===== src/source/dma_pkg.sv =====
package dma_pkg;

   // cpu-visible register map
   typedef enum logic [15:0] {
      DMA_REG = 16'hFF46,   // oam source page
      HDMA1   = 16'hFF51,   // gdma source high
      HDMA2   = 16'hFF52,   // gdma source low
      HDMA3   = 16'hFF53,   // gdma destination high
      HDMA4   = 16'hFF54,   // gdma destination low
      HDMA5   = 16'hFF55    // length / start, status on read
   } dma_reg_addr_e;

   typedef enum logic {
      OAM_IDLE = 1'b0,
      OAM_COPY = 1'b1
   } oam_state_e;

   typedef enum logic {
      GDMA_IDLE = 1'b0,
      GDMA_COPY = 1'b1
   } gdma_state_e;

   // register bus from the cpu side
   typedef struct packed {
      logic [15:0] addr;
      logic [7:0]  wr_data;
      logic        we;
      logic        re;
   } cpu_bus_t;

   // one read port and one write port, same cycle
   typedef struct packed {
      logic [15:0] rd_addr;
      logic [15:0] wr_addr;
      logic        re;
      logic        we;
   } mem_req_t;

   localparam logic [7:0] OAM_PAGE       = 8'hFE;    // sprite attribute memory page
   localparam logic [2:0] VRAM_BASE_BITS = 3'b100;   // 8000-9fff window
   localparam int         BLOCK_BYTES    = 16;       // gdma length granule

endpackage


===== src/source/dma_controller.sv =====
module dma_controller #(
   parameter int OAM_BYTES = 160
) (
   input  logic              I_CLK,
   input  logic              I_SYNC_RESET,
   input  dma_pkg::cpu_bus_t cpu,
   output logic [7:0]        rd_data,
   output dma_pkg::mem_req_t mem,
   input  logic [7:0]        mem_rd_data,
   output logic [7:0]        mem_wr_data,
   output logic              halt_cpu
);
   import dma_pkg::*;

   logic        oam_start;
   logic        gdma_start;
   logic        oam_busy;
   logic        gdma_busy;
   logic        gdma_halt;
   logic [7:0]  oam_src_page;
   logic [15:0] gdma_src;
   logic [15:0] gdma_dst;
   logic [6:0]  gdma_blocks;
   logic [6:0]  gdma_remaining;
   mem_req_t    oam_req;
   mem_req_t    gdma_req;

   dma_regs u_regs (
      .I_CLK          (I_CLK),
      .I_SYNC_RESET   (I_SYNC_RESET),
      .cpu            (cpu),
      .rd_data        (rd_data),
      .oam_busy       (oam_busy),
      .gdma_busy      (gdma_busy),
      .gdma_remaining (gdma_remaining),
      .oam_start      (oam_start),
      .gdma_start     (gdma_start),
      .oam_src_page   (oam_src_page),
      .gdma_src       (gdma_src),
      .gdma_dst       (gdma_dst),
      .gdma_blocks    (gdma_blocks)
   );

   oam_dma_engine #(
      .OAM_BYTES (OAM_BYTES)
   ) u_oam (
      .I_CLK        (I_CLK),
      .I_SYNC_RESET (I_SYNC_RESET),
      .start        (oam_start),
      .src_page     (oam_src_page),
      .busy         (oam_busy),
      .req          (oam_req)
   );

   gdma_engine u_gdma (
      .I_CLK        (I_CLK),
      .I_SYNC_RESET (I_SYNC_RESET),
      .start        (gdma_start),
      .src          (gdma_src),
      .dst          (gdma_dst),
      .blocks       (gdma_blocks),
      .busy         (gdma_busy),
      .halt         (gdma_halt),
      .remaining    (gdma_remaining),
      .req          (gdma_req)
   );

   // oam wins, though the start rule keeps both from running together
   always_comb begin
      if (oam_busy) begin
         mem = oam_req;
      end else if (gdma_busy) begin
         mem = gdma_req;
      end else begin
         mem = '0;
      end
   end

   assign mem_wr_data = mem_rd_data;   // zero-latency memory, byte goes straight across
   assign halt_cpu    = gdma_halt;

endmodule


===== src/source/dma_regs.sv =====
module dma_regs (
   input  logic              I_CLK,
   input  logic              I_SYNC_RESET,
   input  dma_pkg::cpu_bus_t cpu,
   output logic [7:0]        rd_data,
   input  logic              oam_busy,
   input  logic              gdma_busy,
   input  logic [6:0]        gdma_remaining,
   output logic              oam_start,
   output logic              gdma_start,
   output logic [7:0]        oam_src_page,
   output logic [15:0]       gdma_src,
   output logic [15:0]       gdma_dst,
   output logic [6:0]        gdma_blocks
);
   import dma_pkg::*;

   logic [7:0] dma_q;
   logic [7:0] hdma1_q;
   logic [7:0] hdma2_q;
   logic [7:0] hdma3_q;
   logic [7:0] hdma4_q;
   logic [6:0] hdma5_q;           // block count only, bit 7 never stored
   logic       engine_claimed;
   logic       wr_dma;
   logic       wr_gdma;

   // a start already in flight also counts as busy
   assign engine_claimed = oam_busy | gdma_busy | oam_start | gdma_start;

   assign wr_dma  = cpu.we && (cpu.addr == DMA_REG);
   assign wr_gdma = cpu.we && (cpu.addr == HDMA5) && !cpu.wr_data[7];

   always_ff @(posedge I_CLK) begin
      if (I_SYNC_RESET) begin
         dma_q   <= '0;
         hdma1_q <= '0;
         hdma2_q <= '0;
         hdma3_q <= '0;
         hdma4_q <= '0;
         hdma5_q <= '0;
      end else if (cpu.we) begin
         case (cpu.addr)
            DMA_REG: dma_q   <= cpu.wr_data;
            HDMA1:   hdma1_q <= cpu.wr_data;
            HDMA2:   hdma2_q <= cpu.wr_data;
            HDMA3:   hdma3_q <= cpu.wr_data;
            HDMA4:   hdma4_q <= cpu.wr_data;
            HDMA5: begin
               if (!cpu.wr_data[7]) begin   // hblank mode request is dropped
                  hdma5_q <= cpu.wr_data[6:0];
               end
            end
            default: ;
         endcase
      end
   end

   // one-cycle start strobes, refused while the other engine owns memory
   always_ff @(posedge I_CLK) begin
      if (I_SYNC_RESET) begin
         oam_start  <= 1'b0;
         gdma_start <= 1'b0;
      end else begin
         oam_start  <= wr_dma && !engine_claimed;
         gdma_start <= wr_gdma && !engine_claimed;
      end
   end

   assign oam_src_page = dma_q;
   assign gdma_blocks  = hdma5_q;

   // both addresses are 16-byte aligned
   assign gdma_src = {hdma1_q, hdma2_q[7:4], 4'h0};
   assign gdma_dst = {VRAM_BASE_BITS, hdma3_q[4:0], hdma4_q[7:4], 4'h0};

   always_comb begin
      rd_data = '0;
      if (cpu.re) begin
         case (cpu.addr)
            DMA_REG: rd_data = dma_q;
            HDMA1:   rd_data = hdma1_q;
            HDMA2:   rd_data = hdma2_q;
            HDMA3:   rd_data = hdma3_q;
            HDMA4:   rd_data = hdma4_q;
            HDMA5:   rd_data = {~gdma_busy, gdma_remaining};   // ff when idle
            default: rd_data = '0;
         endcase
      end
   end

endmodule


===== src/source/gdma_engine.sv =====
module gdma_engine (
   input  logic              I_CLK,
   input  logic              I_SYNC_RESET,
   input  logic              start,
   input  logic [15:0]       src,
   input  logic [15:0]       dst,
   input  logic [6:0]        blocks,
   output logic              busy,
   output logic              halt,
   output logic [6:0]        remaining,
   output dma_pkg::mem_req_t req
);
   import dma_pkg::*;

   localparam int BLK_SHIFT = $clog2(BLOCK_BYTES);

   gdma_state_e state_q;
   logic [11:0] cnt_q;        // bytes already moved
   logic [11:0] len_q;        // up to 128 blocks of 16
   logic [15:0] src_q;
   logic [15:0] dst_q;
   logic [11:0] bytes_left;
   logic [11:0] blocks_left;
   logic        last_byte;

   assign busy = (state_q == GDMA_COPY);
   assign halt = busy;        // cpu stays off the bus for every transfer cycle

   assign last_byte   = (cnt_q == len_q - 12'd1);
   assign bytes_left  = len_q - cnt_q;
   assign blocks_left = bytes_left >> BLK_SHIFT;

   // whole blocks left minus one, wraps to 7f on the last block
   assign remaining = busy ? (blocks_left[6:0] - 7'd1) : 7'h7F;

   always_ff @(posedge I_CLK) begin
      if (I_SYNC_RESET) begin
         state_q <= GDMA_IDLE;
         cnt_q   <= '0;
      end else begin
         case (state_q)
            GDMA_IDLE: begin
               if (start) begin
                  state_q <= GDMA_COPY;
                  cnt_q   <= '0;
               end
            end
            GDMA_COPY: begin
               if (last_byte) begin
                  state_q <= GDMA_IDLE;
                  cnt_q   <= '0;
               end else begin
                  cnt_q <= cnt_q + 12'd1;
               end
            end
            default: state_q <= GDMA_IDLE;
         endcase
      end
   end

   // transfer description frozen at start
   always_ff @(posedge I_CLK) begin
      if ((state_q == GDMA_IDLE) && start) begin
         src_q <= src;
         dst_q <= dst;
         len_q <= 12'(BLOCK_BYTES) * (12'(blocks) + 12'd1);
      end
   end

   always_comb begin
      req = '0;
      if (busy) begin
         req.rd_addr = src_q + {4'h0, cnt_q};
         req.wr_addr = dst_q + {4'h0, cnt_q};
         req.re      = 1'b1;
         req.we      = 1'b1;
      end
   end

endmodule


===== src/source/oam_dma_engine.sv =====
module oam_dma_engine #(
   parameter int OAM_BYTES = 160
) (
   input  logic              I_CLK,
   input  logic              I_SYNC_RESET,
   input  logic              start,
   input  logic [7:0]        src_page,
   output logic              busy,
   output dma_pkg::mem_req_t req
);
   import dma_pkg::*;

   localparam logic [7:0] LAST_BYTE = 8'(OAM_BYTES - 1);

   oam_state_e state_q;
   logic [7:0] byte_cnt;
   logic [7:0] page_q;

   assign busy = (state_q == OAM_COPY);

   always_ff @(posedge I_CLK) begin
      if (I_SYNC_RESET) begin
         state_q  <= OAM_IDLE;
         byte_cnt <= '0;
      end else begin
         case (state_q)
            OAM_IDLE: begin
               if (start) begin
                  state_q  <= OAM_COPY;
                  byte_cnt <= '0;
               end
            end
            OAM_COPY: begin
               if (byte_cnt == LAST_BYTE) begin
                  state_q  <= OAM_IDLE;   // last byte goes out this cycle
                  byte_cnt <= '0;
               end else begin
                  byte_cnt <= byte_cnt + 8'd1;
               end
            end
            default: state_q <= OAM_IDLE;
         endcase
      end
   end

   // source page held for the whole copy
   always_ff @(posedge I_CLK) begin
      if ((state_q == OAM_IDLE) && start) begin
         page_q <= src_page;
      end
   end

   // one byte per cycle, same offset on both sides
   always_comb begin
      req = '0;
      if (busy) begin
         req.rd_addr = {page_q, byte_cnt};
         req.wr_addr = {OAM_PAGE, byte_cnt};
         req.re      = 1'b1;
         req.we      = 1'b1;
      end
   end

endmodule


===== config.mk =====
export PLATFORM = sky130hd
export DESIGN_NAME = dma_controller
export DESIGN_NICKNAME = d
export VERILOG_FILES = /design/src/source/dma_pkg.sv /design/src/source/dma_controller.sv /design/src/source/dma_regs.sv /design/src/source/gdma_engine.sv /design/src/source/oam_dma_engine.sv
export SDC_FILE = /design/constraint.sdc
export NUM_CORES = 1
export LEC_CHECK = 0
export ABC_AREA = 1
export BUFFER_PORTS_ARGS = -buffer_cell sky130_fd_sc_hd__buf_2
export CORE_ASPECT_RATIO = 1.1
export CORE_MARGIN = 2
export CORE_UTILIZATION = 40
export CTS_BUF_LIST = sky130_fd_sc_hd__clkbuf_8
export CTS_CLUSTER_SIZE = 24
export DETAILED_ROUTE_END_ITERATION = 6
export PLACE_DENSITY_LB_ADDON = 0.2
export SYNTH_ARGS = -nofsm -noshare
export SYNTH_HDL_FRONTEND = slang
export SYNTH_SLANG_ARGS = --single-unit

===== constraint.sdc =====
create_clock -name I_CLK -period 3.37 [get_ports I_CLK]
set_clock_uncertainty 0.2 [all_clocks]
set_input_delay 0 -clock I_CLK [delete_from_list [all_inputs] [get_ports I_CLK]]
set_output_delay 0 -clock I_CLK [all_outputs]
set_load 0.01 [all_outputs]

Word-level counts from Yosys, hierarchy flattened
Index checks and enable logic that the tools add are counted.
- bits in registers: 108
- latch bits: 0
- memory bits (writable): 0
- memory bits (read-only): 0
- input port bits: 36
- word-level logic and storage cells: 72
- memories: 0
- $add $sub $neg: 8
- multiply operators: 0
- divide/modulo/power cells: 0
- $lt $le $gt $ge: 0
- eq/ne operators: 10
- shift operators: 0
- multiplexer cells: 17
- bitwise gates (word level): 6
- reductions and logical operators: 15
- operators with widths (operator ; count):
    $eq 16x16->1 const B ; 6
    $mux 34 ; 2
    $pmux 8 s6 ; 1
    $add 16x12->16 ; 2
    $mux 12 ; 2
    $mux 8 ; 3
    $pmux 12 s2 ; 1
    $pmux 8 s2 ; 1
    $add 12x1->12 const B ; 1
    $eq 12x12->1 ; 1
    $sub 12x1->12 const B ; 1
    $sub 11x11->11 ; 1
    $reduce_and 2->1 ; 5
    $add 7x1->8 const B ; 1
    $add 8x1->8 const B ; 1
    $eq 8x8->1 const B ; 1
    $logic_and 1x1->1 ; 7
    $mux 7 ; 1
    $sub 7x1->7 const B ; 1
    $mux 1 ; 4
    $ne 2x2->1 const B ; 2
    $pmux 1 s2 ; 2
    $not 1->1 ; 3
    $or 1x1->1 ; 3
    2 further kinds ; 3

Depth between registers and ports, before layout
Gate-level depths: netlist of run 1.
- depth after elaboration: 5
- gate-level depth with buffers: 15

By module
From an unflattened synthesis of run 1, not the netlist that was laid out.
- cells, all modules: 1217
- area, all modules: 8936.1 sq um
- modules (own cells, without submodules) (module ; instances ; cells each ; area each (sq um) ; seq. area each (sq um)):
    gdma_engine ; 1 ; 578 ; 4408.0 ; 1461.4
    dma_regs ; 1 ; 385 ; 2757.6 ; 980.9
    oam_dma_engine ; 1 ; 132 ; 988.4 ; 420.4
    dma_controller ; 1 ; 122 ; 782.0 ; 0.0

Worst setup path before layout of run 1
OpenSTA, ideal clock, no wires.
- path kind: register to register
- start: reg u_gdma.state_q (netlist: u_gdma.busy)
- end: reg u_gdma.dst_q[10] (enable)
- arrival: 1870 ps
- data required time: 2753 ps
- path slack: 883 ps
- cell stages (with the launch flop): 3
- path buffers: 1
- clock period less this slack: 2487 ps
- path through: dfxtp_1 > clkbuf_1 > nor2_1
- word-level cells in the longest chain between the ends: 2
- RTL lines (what ; line ; source):
    start: declaration ; gdma_engine.sv:17 ; gdma_state_e state_q;
    start signal: assignment ; gdma_engine.sv:38 ; state_q <= GDMA_IDLE;
    start signal: assignment ; gdma_engine.sv:44 ; state_q <= GDMA_COPY;
    start signal: assignment ; gdma_engine.sv:50 ; state_q <= GDMA_IDLE;
    $not 1->1 ; gdma_engine.sv:63 ; if ((state_q == GDMA_IDLE) && start) begin
    $logic_and 1x1->1 ; gdma_engine.sv:63 ;
    end signal: assignment ; gdma_engine.sv:65 ; dst_q <= dst;
    end: declaration ; gdma_engine.sv:21 ; logic [15:0] dst_q;
Every way passes these cells.
A chain may end at the register's enable or synchronous reset.

Worst setup path in the final report of run 1
- start: reg u_gdma.cnt_q[4]
- end: out rd_data[4]
- word-level cells in the longest chain between the ends: 5
- RTL lines (what ; line ; source):
    start: declaration ; gdma_engine.sv:18 ; logic [11:0] cnt_q;
    start signal: assignment ; gdma_engine.sv:53 ; cnt_q <= cnt_q + 12'd1;
    $sub 11x11->11 ; gdma_engine.sv:30 ; assign bytes_left = len_q - cnt_q;
    $sub 7x1->7 ; gdma_engine.sv:34 ; assign remaining = busy ? (blocks_left[6:0] - 7'd1) : 7'h7F;
    $mux 7 ; gdma_engine.sv:34 ;
    $pmux 8 s6 ; dma_regs.sv:80 ; case (cpu.addr)
    $mux 8 ; dma_regs.sv:79 ; if (cpu.re) begin
    end: declaration ; dma_controller.sv:7 ; output logic [7:0] rd_data,
Every way passes these cells.

==> results of run 1 <==
[flip-flops by register name, summed over array words and instances (netlist names)]
signal and flops:
u_regs.hdma3_q 8, u_gdma.src_q 12, u_oam.busy 1, u_regs.hdma4_q 8, u_gdma.len_q 8, u_regs.hdma1_q 8, u_regs.oam_start 1, u_regs.hdma2_q 8
u_gdma.busy 1, u_oam.byte_cnt 8, u_gdma.cnt_q 12, u_oam.page_q 8, u_regs.gdma_blocks 7, u_gdma.dst_q 9, u_regs.gdma_start 1, u_regs.oam_src_page 8
[worst max-delay path, delay by kind of cell (launching register included)]
| kind | cells | cell delay, ns |
|---|---|---|
| DFF | 1 | 0.42 |
| buffers and inverters | 2 | 0.29 |
| adders and majority gates | 2 | 0.57 |
| AOI/OAI and AO/OA | 3 | 0.32 |
| and+or+nand+nor | 6 | 0.76 |
[per-stage QoR]
stage,cell area (um^2),utilization,setup slack [ns]
after detailed placement,6900,0.440,0.879
after global placement,6900,0.440,0.948
after global routing,7350,0.469,0.103
after CTS,7350,0.469,0.446
after floorplan,6420,-,0.883
final,7350,0.469,0.442
[cell usage after synthesis (all sizes together), types with 2 or more instances]
cell | number | share of area
nor3 | 13 | 0.015
nand2 | 169 | 0.10
a31oi | 2 | 0.0019
nand4 | 10 | 0.012
buf | 18 | 0.022
a21oi | 76 | 0.059
nand3b | 3 | 0.0055
nor4 | 4 | 0.0039
o221ai | 2 | 0.0027
xnor2 | 5 | 0.0068
o211ai | 7 | 0.0082
xor2 | 19 | 0.026
o32ai | 2 | 0.0027
ha | 28 | 0.055
a211oi | 16 | 0.024
clkbuf | 13 | 0.0076
and2 | 2 | 0.0019
edfxtp | 37 | 0.17
nor2 | 75 | 0.046
o22ai | 15 | 0.015
dfxtp | 71 | 0.22
inv | 138 | 0.081
o21ai | 77 | 0.060
nand3 | 46 | 0.036
fa | 2 | 0.0062
[cells by family after synthesis]
logic type      synth area share
simple gates               0.221
compound gates             0.180
buf+inv                    0.111
flops                      0.395
fa+ha+maj                 0.0608
xor+xnor                  0.0328
[path summary, 6_finish.rpt]
check	to	slack (ns)
setup / recovery	rd_data[4]	0.44
hold reg to reg	u_gdma.dst_q[8]	0.24
hold / removal	u_regs.hdma3_q[5]	0.10
setup reg to reg	u_gdma.cnt_q[8]	1.21
[final cells by class]
cell class / instances / area [um^2] / area share
Clock inverter: 7 / 57.6 / 0.00783
Sequential cell: 108 / 2530 / 0.345
Clock buffer: 9 / 124 / 0.0169
Tap cell: 200 / 250 / 0.0340
Timing Repair Buffer: 106 / 688 / 0.0936
Multi-Input combinational cell: 578 / 3170 / 0.432
Inverter: 139 / 524 / 0.0713
[power by group]
| group | switching, W | internal, W |
|---|---|---|
| combinational | 0.0000552 | 0.0000353 |
| clock | 0.000474 | 0.000281 |
| sequential | 0.00000000656 | 0.00134 |
| total | 0.000529 | 0.00165 |
[metal layers]
metal	wire length, um	up-vias	global-route usage
met3	816	26	0.0379
li1	-	3012	-
met5	0	-	0
met1	8200	2647	0.284
met4	354	0	0.0618
met2	8100	158	0.351
[repair_timing]
action                                 4_1_cts  5_1_grt
gates resized for setup                      0        0
hold buffers                                27        0
endpoints found under the hold margin       70        0
==> results_dict.tcl, run 1 <==
set metrics [dict create \
    drtAntennaViolNets 0 \
    timing.final.crit_share 0.869 \
    cts-root-buf "clkbuf_8" \
    critPathRequiredTime_ns 3.17 \
    peakVddDrop_v 0.000181 \
    hold_start "cpu[12]" \
    worst_slew_margin_rel 0.472 \
    tritoncts "built" \
    netlist_instances 856 \
    worstHoldPathType "in -> reg" \
    detail_route.drc_violations 0 \
    floorplan.rows 48 \
    max_stage_delay_ns 0.42 \
    drv.max_cap_violation_count 0 \
    holdPathStages 5 \
    detail_route.wirelength_um 17500 \
    clk_pin_slew_worst_paths_ns 0.11 \
    cts_made_buffers 9 \
    timing_hold_violations_final 0 \
    fin_tns_setup_ns 0 \
    fraction_of_layout_cells_with_a_size_suffix_above_1 0.119 \
    cts_setup_buffers 0 \
    power_density_nw_per_um2 297 \
    antenna_cells 0 \
    design_power_total_w 0.00218 \
    yosysUniqueCellTypes 42 \
    yosysWarnings 0 \
    rsz0062_at_grt "no" \
    drt_iter0_markers 396 \
    worstRegToRegCells 10 \
    post_drt_wl_per_cell_um 15.2 \
    top_level_ports 87 \
    grt_max_degree 43 \
    ctsLongestPathBuffers 2 \
    tightest_slew_ns 0.789 \
    final_common_cell "nand2_1" \
    number_of_antenna_violations_at_the_first_check_in_global_routing 0 \
    async_flop_share 0 \
    synthToLayoutAreaGrowth_pct 14.5 \
    grt_util_all_layers 0.211 \
    avgSynthCellArea_um2 7.50 \
    initial_core_util 0.409 \
    worst_r2r_start "u_gdma.cnt_q[4]" \
    die-width_um 125 \
    grt_pass1_wl_um 28500 \
    place.detailed.hpwl_um 13400 \
    crit_path_frequent_cell "nand3_1" \
    achievable-frequency_mhz 342 \
    num_vias 5843 \
    setup.worst_path.start_class "flip-flop" \
    io_buffers 70 \
    cts_max_level 3 \
    fin_crit_ns 2.93 \
    die-area_um2 17100 \
    critical_path_arrival_ns 2.73 \
    timing_max_transition_violations_final 0 \
    clock_sink_count 108 \
    finish.net_count 1008 \
    core_outline_area_um2 15700 \
    yosys_most_used_dff "dfxtp_1" \
    instances_no_fill 1147 \
    cp_max_fo 6 \
    yosys_register_bits 108 \
    post_synth_instance_area_um2 6420 \
    mostFrequentLayoutCells "167 x nand2_1, 136 x inv_1, 77 x o21ai_0" \
    syn-num-nets 922 \
    vias_per_cell 5.09 \
    finalHoldWorstSlack_ns 0.103 \
    detail_route.first_pass.iterations 5 \
    p_leak_nw 3.14 \
    ys_seq_area_frac 0.395 \
    worst_skew_pair.late_latency_ns 0.38 \
    total_gr_overflow 0 \
    critical_path.endpoint_type "output pin" \
    run_status "finished clean" \
    die_height_um 137 \
    gp_routability_congestion 0.916 \
    synth_enable_flop_cells 37 \
    critical_path_class "reg -> out" \
    placed_cells_incl_taps 1104 \
    cp_slowest_cell "dfxtp_1" \
    num-fill-cells 1591 \
    finalSetupViolCount 0 \
    startpoint "u_gdma.cnt_q[4]" \
    grt_pass1_vias 5426 \
    worstPathCellList "inv_1 -> ha_1 -> nand3_1 -> nand3_1 -> and2_1 -> ha_1 -> nand3_1 -> nor2_1 -> a21oi_1 -> o21ai_0 -> nand2_1 -> a21oi_1 -> buf_2" \
]
No activity file was read; power rests on OpenSTA's default activity.
==> inputs of run 2 (changes only) <==
--- a/config.mk
+++ b/config.mk
@@ -13,7 +13,6 @@
 export CTS_BUF_LIST = sky130_fd_sc_hd__clkbuf_8
 export CTS_CLUSTER_SIZE = 24
 export DETAILED_ROUTE_END_ITERATION = 6
-export PLACE_DENSITY_LB_ADDON = 0.2
 export SYNTH_ARGS = -nofsm -noshare
 export SYNTH_HDL_FRONTEND = slang
 export SYNTH_SLANG_ARGS = --single-unit
==> run 2 against run 1 <==
Via count is 0.51% lower. Cell area is 0.58% lower. Clock power increased by 15%. Die area did not move. Fmax fell by 1.5%. Sequential power about the same. Largest cell class unchanged. Global-route usage down 0.63 points. Critical path depth stayed put. Combinational power fell by 0.8%. Largest power group unchanged. Flip-flop and latch count is the same.
==> results_dict.tcl, run 2 (synthesis results as in run 1) <==
set metrics [dict create \
    grt_pass1_vias 5173 \
    core_outline_area_um2 15700 \
    placed_cells_incl_taps 1103 \
    top_level_ports 87 \
    critical_path_arrival_ns 2.77 \
    tightest_slew_ns 0.833 \
    grt_util_all_layers 0.205 \
    grt_max_degree 43 \
    post-route-worst-setup-slack_ns 0.399 \
    critical_path.endpoint_type "output pin" \
    crit_path_frequent_cell "nand3_1" \
    instances_no_fill 1138 \
    final_common_cell "nand2_1" \
    max_stage_delay_ns 0.42 \
    critical_path_class "reg -> out" \
    cts_setup_buffers 0 \
    worst_slew_margin_rel 0.443 \
    fin_tns_setup_ns 0 \
    detail_route.drc_violations 0 \
    io_buffers 70 \
    finalSetupViolCount 0 \
    number_of_antenna_violations_at_the_first_check_in_global_routing 0 \
    drv.max_cap_violation_count 0 \
    num-fill-cells 1583 \
    setup.worst_path.start_class "flip-flop" \
    worstPathCellList "inv_1 -> ha_1 -> nand3_1 -> nand3_1 -> and2_1 -> ha_1 -> nand3_1 -> nor2_1 -> nand4_1 -> nand3_1 -> nand2_1 -> a21oi_1 -> buf_2" \
    vias_per_cell 5.11 \
    timing_hold_violations_final 0 \
    dpl_worst_slack_ns 0.884 \
    gp_routability_congestion 0.894 \
    cp_num_buf_inv 2 \
    finalHoldWorstSlack_ns 0.0935 \
    power_density_nw_per_um2 314 \
    clk_pin_slew_worst_paths_ns 0.11 \
    die-width_um 125 \
    grt_pass1_wl_um 27500 \
    worstHoldPathType "in -> reg" \
    fraction_of_layout_cells_with_a_size_suffix_above_1 0.120 \
    post_cts_resized 0 \
    drtAntennaViolNets 0 \
    biggestRegsByFlops "u_gdma.cnt_q: 12 flops, u_gdma.src_q: 12 flops, u_gdma.dst_q: 9 flops" \
    rsz0062_at_grt "no" \
    final_core_util 0.466 \
    detail_route.wirelength_um 17500 \
    cts_max_level 3 \
    antenna_cells 0 \
    floorplan.rows 48 \
    synthToLayoutAreaGrowth_pct 13.9 \
    ctsLongestPathBuffers 2 \
    cts-root-buf "clkbuf_8" \
    mostFrequentLayoutCells "167 x nand2_1, 136 x inv_1, 77 x o21ai_0" \
    num_vias 5813 \
    drt_iter0_markers 389 \
    timing.final.crit_share 0.882 \
    cp_slowest_cell "dfxtp_1" \
    achievable-frequency_mhz 337 \
    total_gr_overflow 0 \
    run_status "finished clean" \
    finish.net_count 999 \
    tritoncts "built" \
    cp_top_family "simple AND/OR/NAND/NOR gates" \
    p_leak_nw 3.11 \
    place.detailed.hpwl_um 13500 \
    die-area_um2 17100 \
    timing_max_transition_violations_final 0 \
    initial_core_util 0.409 \
    die_height_um 137 \
    detail_route.first_pass.iterations 5 \
    cp_max_fo 6 \
    peakVddDrop_v 0.000175 \
    post_drt_wl_per_cell_um 15.4 \
    worst_skew_pair.late_latency_ns 0.39 \
    clock_sink_count 108 \
    critPathRequiredTime_ns 3.17 \
    fin_crit_ns 2.97 \
    cts_made_buffers 9 \
]
==> run 2: final cells by class <==
class                   instances  area [um^2]  area share
flip-flops and latches        108         2530       0.347
clock inverters                 7          103      0.0140
well taps                     200          250      0.0342
inverters                     139          524      0.0717
multi-input cells             578         3170       0.434
repair buffers                 97          601      0.0822
clock buffers                   9          124      0.0169
==> run 2: path summary, 6_finish.rpt <==
check                           slack, ns  depth (start not counted)                    from           endpoint
worst max-delay path                 0.40                         13         u_gdma.cnt_q[4]         rd_data[6]
worst min-delay path                 0.09                          5                 cpu[12]  u_regs.hdma2_q[3]
worst max register to register       1.18                         10         u_gdma.cnt_q[4]    u_gdma.cnt_q[8]
worst min register to register       0.24                          0  u_regs.oam_src_page[4]    u_oam.page_q[4]
==> run 2: what timing repair did <==
| action | CTS | global route |
|---|---|---|
| setup endpoints to repair | 0 | 0 |
| hold buffers | 19 | 0 |
| hold endpoints to repair | 62 | 0 |
==> run 2: per-stage QoR <==
| stage | area, um^2 | power, W |
|---|---|---|
| floorplan | 6420 | 0.00141 |
| global placement | 6890 | 0.00144 |
| detailed placement | 6890 | 0.00143 |
| CTS | 7310 | 0.00232 |
| global route | 7310 | 0.00237 |
| finish | 7310 | 0.00230 |
==> run 2: per-layer routing <==
metal,GRT usage,share of wire,vias to the layer above
met1,0.276,0.47,2609
met5,0,0,-
met4,0.0618,0.019,0
li1,-,-,2997
met3,0.0360,0.053,21
met2,0.339,0.46,186
==> run 2: worst reg2reg max path, cell delays in order, from the launching register on <==
cell and delay [ns]:
dfxtp_1 0.42, inv_1 0.15, ha_1 0.38, nor2_1 0.15, nand4_1 0.11, nor2_1 0.11, nand3_1 0.18, nand2_1 0.23
nor2_1 0.06, nand2_1 0.06, nand2_1 0.05
==> run 2: where the power goes <==
part,internal [W],switching [W]
Clock,0.000370,0.000500
Sequential,0.00134,0.00000000670
Combinational,0.0000345,0.0000553
==> inputs of run 3 (changes only) <==
--- a/config.mk
+++ b/config.mk
@@ -7,12 +7,16 @@
 export LEC_CHECK = 0
 export ABC_AREA = 1
 export BUFFER_PORTS_ARGS = -buffer_cell sky130_fd_sc_hd__buf_2
+export CELL_PAD_IN_SITES_DETAIL_PLACEMENT = 1
+export CELL_PAD_IN_SITES_GLOBAL_PLACEMENT = 1
 export CORE_ASPECT_RATIO = 1.1
 export CORE_MARGIN = 2
 export CORE_UTILIZATION = 40
 export CTS_BUF_LIST = sky130_fd_sc_hd__clkbuf_8
 export CTS_CLUSTER_SIZE = 24
 export DETAILED_ROUTE_END_ITERATION = 6
+export MAX_ROUTING_LAYER = met4
+export PLACE_DENSITY_LB_ADDON = 0.1
 export SYNTH_ARGS = -nofsm -noshare
 export SYNTH_HDL_FRONTEND = slang
 export SYNTH_SLANG_ARGS = --single-unit
==> run 3 against run 2 <==
Clock power is 6.2% higher. Combinational power is 5.7% higher. Worst setup slack got worse by 0.15 ns. Critical path depth did not move. Routed wire length increased by 18%. Count of clock-buffer cells in the layout is the same. Die area stayed put. Via count rose by 4.3%. Cell count increased by 0.26%. Critical path type unchanged. Critical endpoint unchanged. Largest cell class unchanged. Highest routed layer unchanged.
==> results_dict.tcl, run 3 (synthesis results as in run 1) <==
set metrics [dict create \
    tightest_slew_ns 0.899 \
    grt_pass1_wl_um 32900 \
    drt_iter0_markers 341 \
    final_common_cell "nand2_1" \
    worstRegToRegCells 4 \
    cp_slowest_cell "dfxtp_1" \
    cp_num_buf_inv 2 \
    die-width_um 125 \
    fraction_of_layout_cells_with_a_size_suffix_above_1 0.120 \
    synthToLayoutAreaGrowth_pct 14.6 \
    run_status "finished clean" \
    worstPathCellList "inv_1 -> ha_2 -> nand3_1 -> nand3_1 -> and2_1 -> ha_1 -> nand3_1 -> nor2_1 -> nand4_1 -> nand3_1 -> nand2_1 -> a21oi_1 -> buf_2" \
    instances_no_fill 1141 \
    drv.max_cap_violation_count 0 \
    antenna_cells 0 \
    hold_start "cpu[10]" \
    critical_path_arrival_ns 2.92 \
    tritoncts "built" \
    cp_top_family "simple AND/OR/NAND/NOR gates" \
    critPathRequiredTime_ns 3.17 \
    top_level_ports 87 \
    power_density_nw_per_um2 320 \
    design_power_total_w 0.00236 \
    clock_sink_count 108 \
    cp_max_fo 6 \
    crit_path_frequent_cell "nand3_1" \
    worst_r2r_start "u_oam.busy" \
    worstHoldEndpoint "u_regs.hdma4_q[7]" \
    r2r_slack_ns 0.78 \
    io_buffers 70 \
    rsz0062_at_grt "no" \
    worst_skew_pair.late_latency_ns 0.39 \
    critical_path.endpoint_type "output pin" \
    floorplan.rows 48 \
    grt_pass1_vias 6238 \
    peakVddDrop_v 0.000271 \
    timing_max_transition_violations_final 0 \
    core_outline_area_um2 15700 \
    number_of_antenna_violations_at_the_first_check_in_global_routing 0 \
    post_drt_wl_per_cell_um 18.1 \
    num_vias 6064 \
    holdPathStages 4 \
    detail_route.wirelength_um 20600 \
    clk_pin_slew_worst_paths_ns 0.11 \
    initial_core_util 0.409 \
    cts_max_level 3 \
    mostFrequentLayoutCells "167 x nand2_1, 137 x inv_1, 77 x o21ai_0" \
    grt_util_all_layers 0.254 \
    max_stage_delay_ns 0.44 \
    fin_tns_setup_ns 0 \
    achievable-frequency_mhz 321 \
    detail_route.first_pass.iterations 4 \
    drtAntennaViolNets 0 \
    die_height_um 137 \
    p_leak_nw 3.15 \
    die-area_um2 17100 \
    fin_crit_ns 3.12 \
    cts_made_buffers 9 \
    total_gr_overflow 0 \
    num-fill-cells 1986 \
    detail_route.drc_violations 0 \
    timing_hold_violations_final 0 \
    finalSetupViolCount 0 \
    ctsLongestPathBuffers 2 \
    worst_r2r_endpoint "u_oam.byte_cnt[3]" \
    gp_routability_congestion 0.917 \
    cts-root-buf "clkbuf_8" \
    placed_cells_incl_taps 1101 \
    biggestRegsByFlops "u_gdma.cnt_q: 12 flops, u_gdma.src_q: 12 flops, u_gdma.dst_q: 9 flops" \
    critical_path_class "reg -> out" \
    vias_per_cell 5.31 \
    place.detailed.hpwl_um 16100 \
    grt_max_degree 31 \
    timing.final.crit_share 0.925 \
    finish.net_count 1002 \
    worstHoldPathType "in -> reg" \
    setup.worst_path.start_class "flip-flop" \
    startpoint "u_gdma.cnt_q[4]" \
    worst_slew_margin_rel 0.398 \
]
==> run 3: repair_timing <==
action | 4_1_cts | 5_1_grt
hold endpoints to repair | 63 | 0
resized for setup | 0 | 3
setup endpoints to repair | 0 | 4
buffers inserted | 0 | 0
hold buffers | 24 | 0
==> run 3: where the power goes <==
group / internal, W / leakage, nW / switching (W)
sequential: 0.00134 / 0.912 / 0.00000000691
combinational: 0.0000347 / 2.12 / 0.0000601
clock: 0.000433 / 0.120 / 0.000492
==> run 3: metal layers <==
layer | vias to the layer above | track usage | wire length [um]
met3 | 26 | 0.0387 | 975
met5 | - | - | 0
li1 | 2994 | - | -
met2 | 161 | 0.434 | 9930
met4 | 0 | 0.0855 | 521
met1 | 2883 | 0.310 | 9200
==> run 3: final cells by class <==
type / instances / area [um^2] / area share
repair buffers: 100 / 636 / 0.0864
well taps: 200 / 250 / 0.0340
clock inverters: 7 / 109 / 0.0148
clock buffers: 9 / 124 / 0.0168
inverters: 139 / 524 / 0.0713
flip-flops and latches: 108 / 2530 / 0.344
multi-input cells: 578 / 3180 / 0.432
==> run 3: stage by stage <==
step	cell area, um^2	hold WS [ns]	util	worst slack (ns)
global placement	6880	-0.200	0.439	0.682
CTS	7350	0.00924	0.469	0.120
detailed placement	6880	-0.200	0.439	0.571
finish	7360	0.0304	0.469	0.253
global route	7360	0.0556	0.469	0.0153
floorplan	6420	-0.108	-	0.883
==> run 3: tightest hold or removal path, stage by stage <==
cell and delay, ns:
buf_2 0.15, nor3_4 0.10, nand2_2 0.22, a21oi_1 0.10
==> run 3: how the worst max path moves through the flow <==
stage                             to  cells past startpoint  slack [ns]
floorplan           u_gdma.dst_q[10]                      2        0.88
global placement          rd_data[6]                     12        0.68
detailed placement        rd_data[6]                     12        0.57
CTS                       rd_data[6]                     12        0.12
global route              rd_data[6]                     13        0.02
finish                    rd_data[6]                     13        0.25
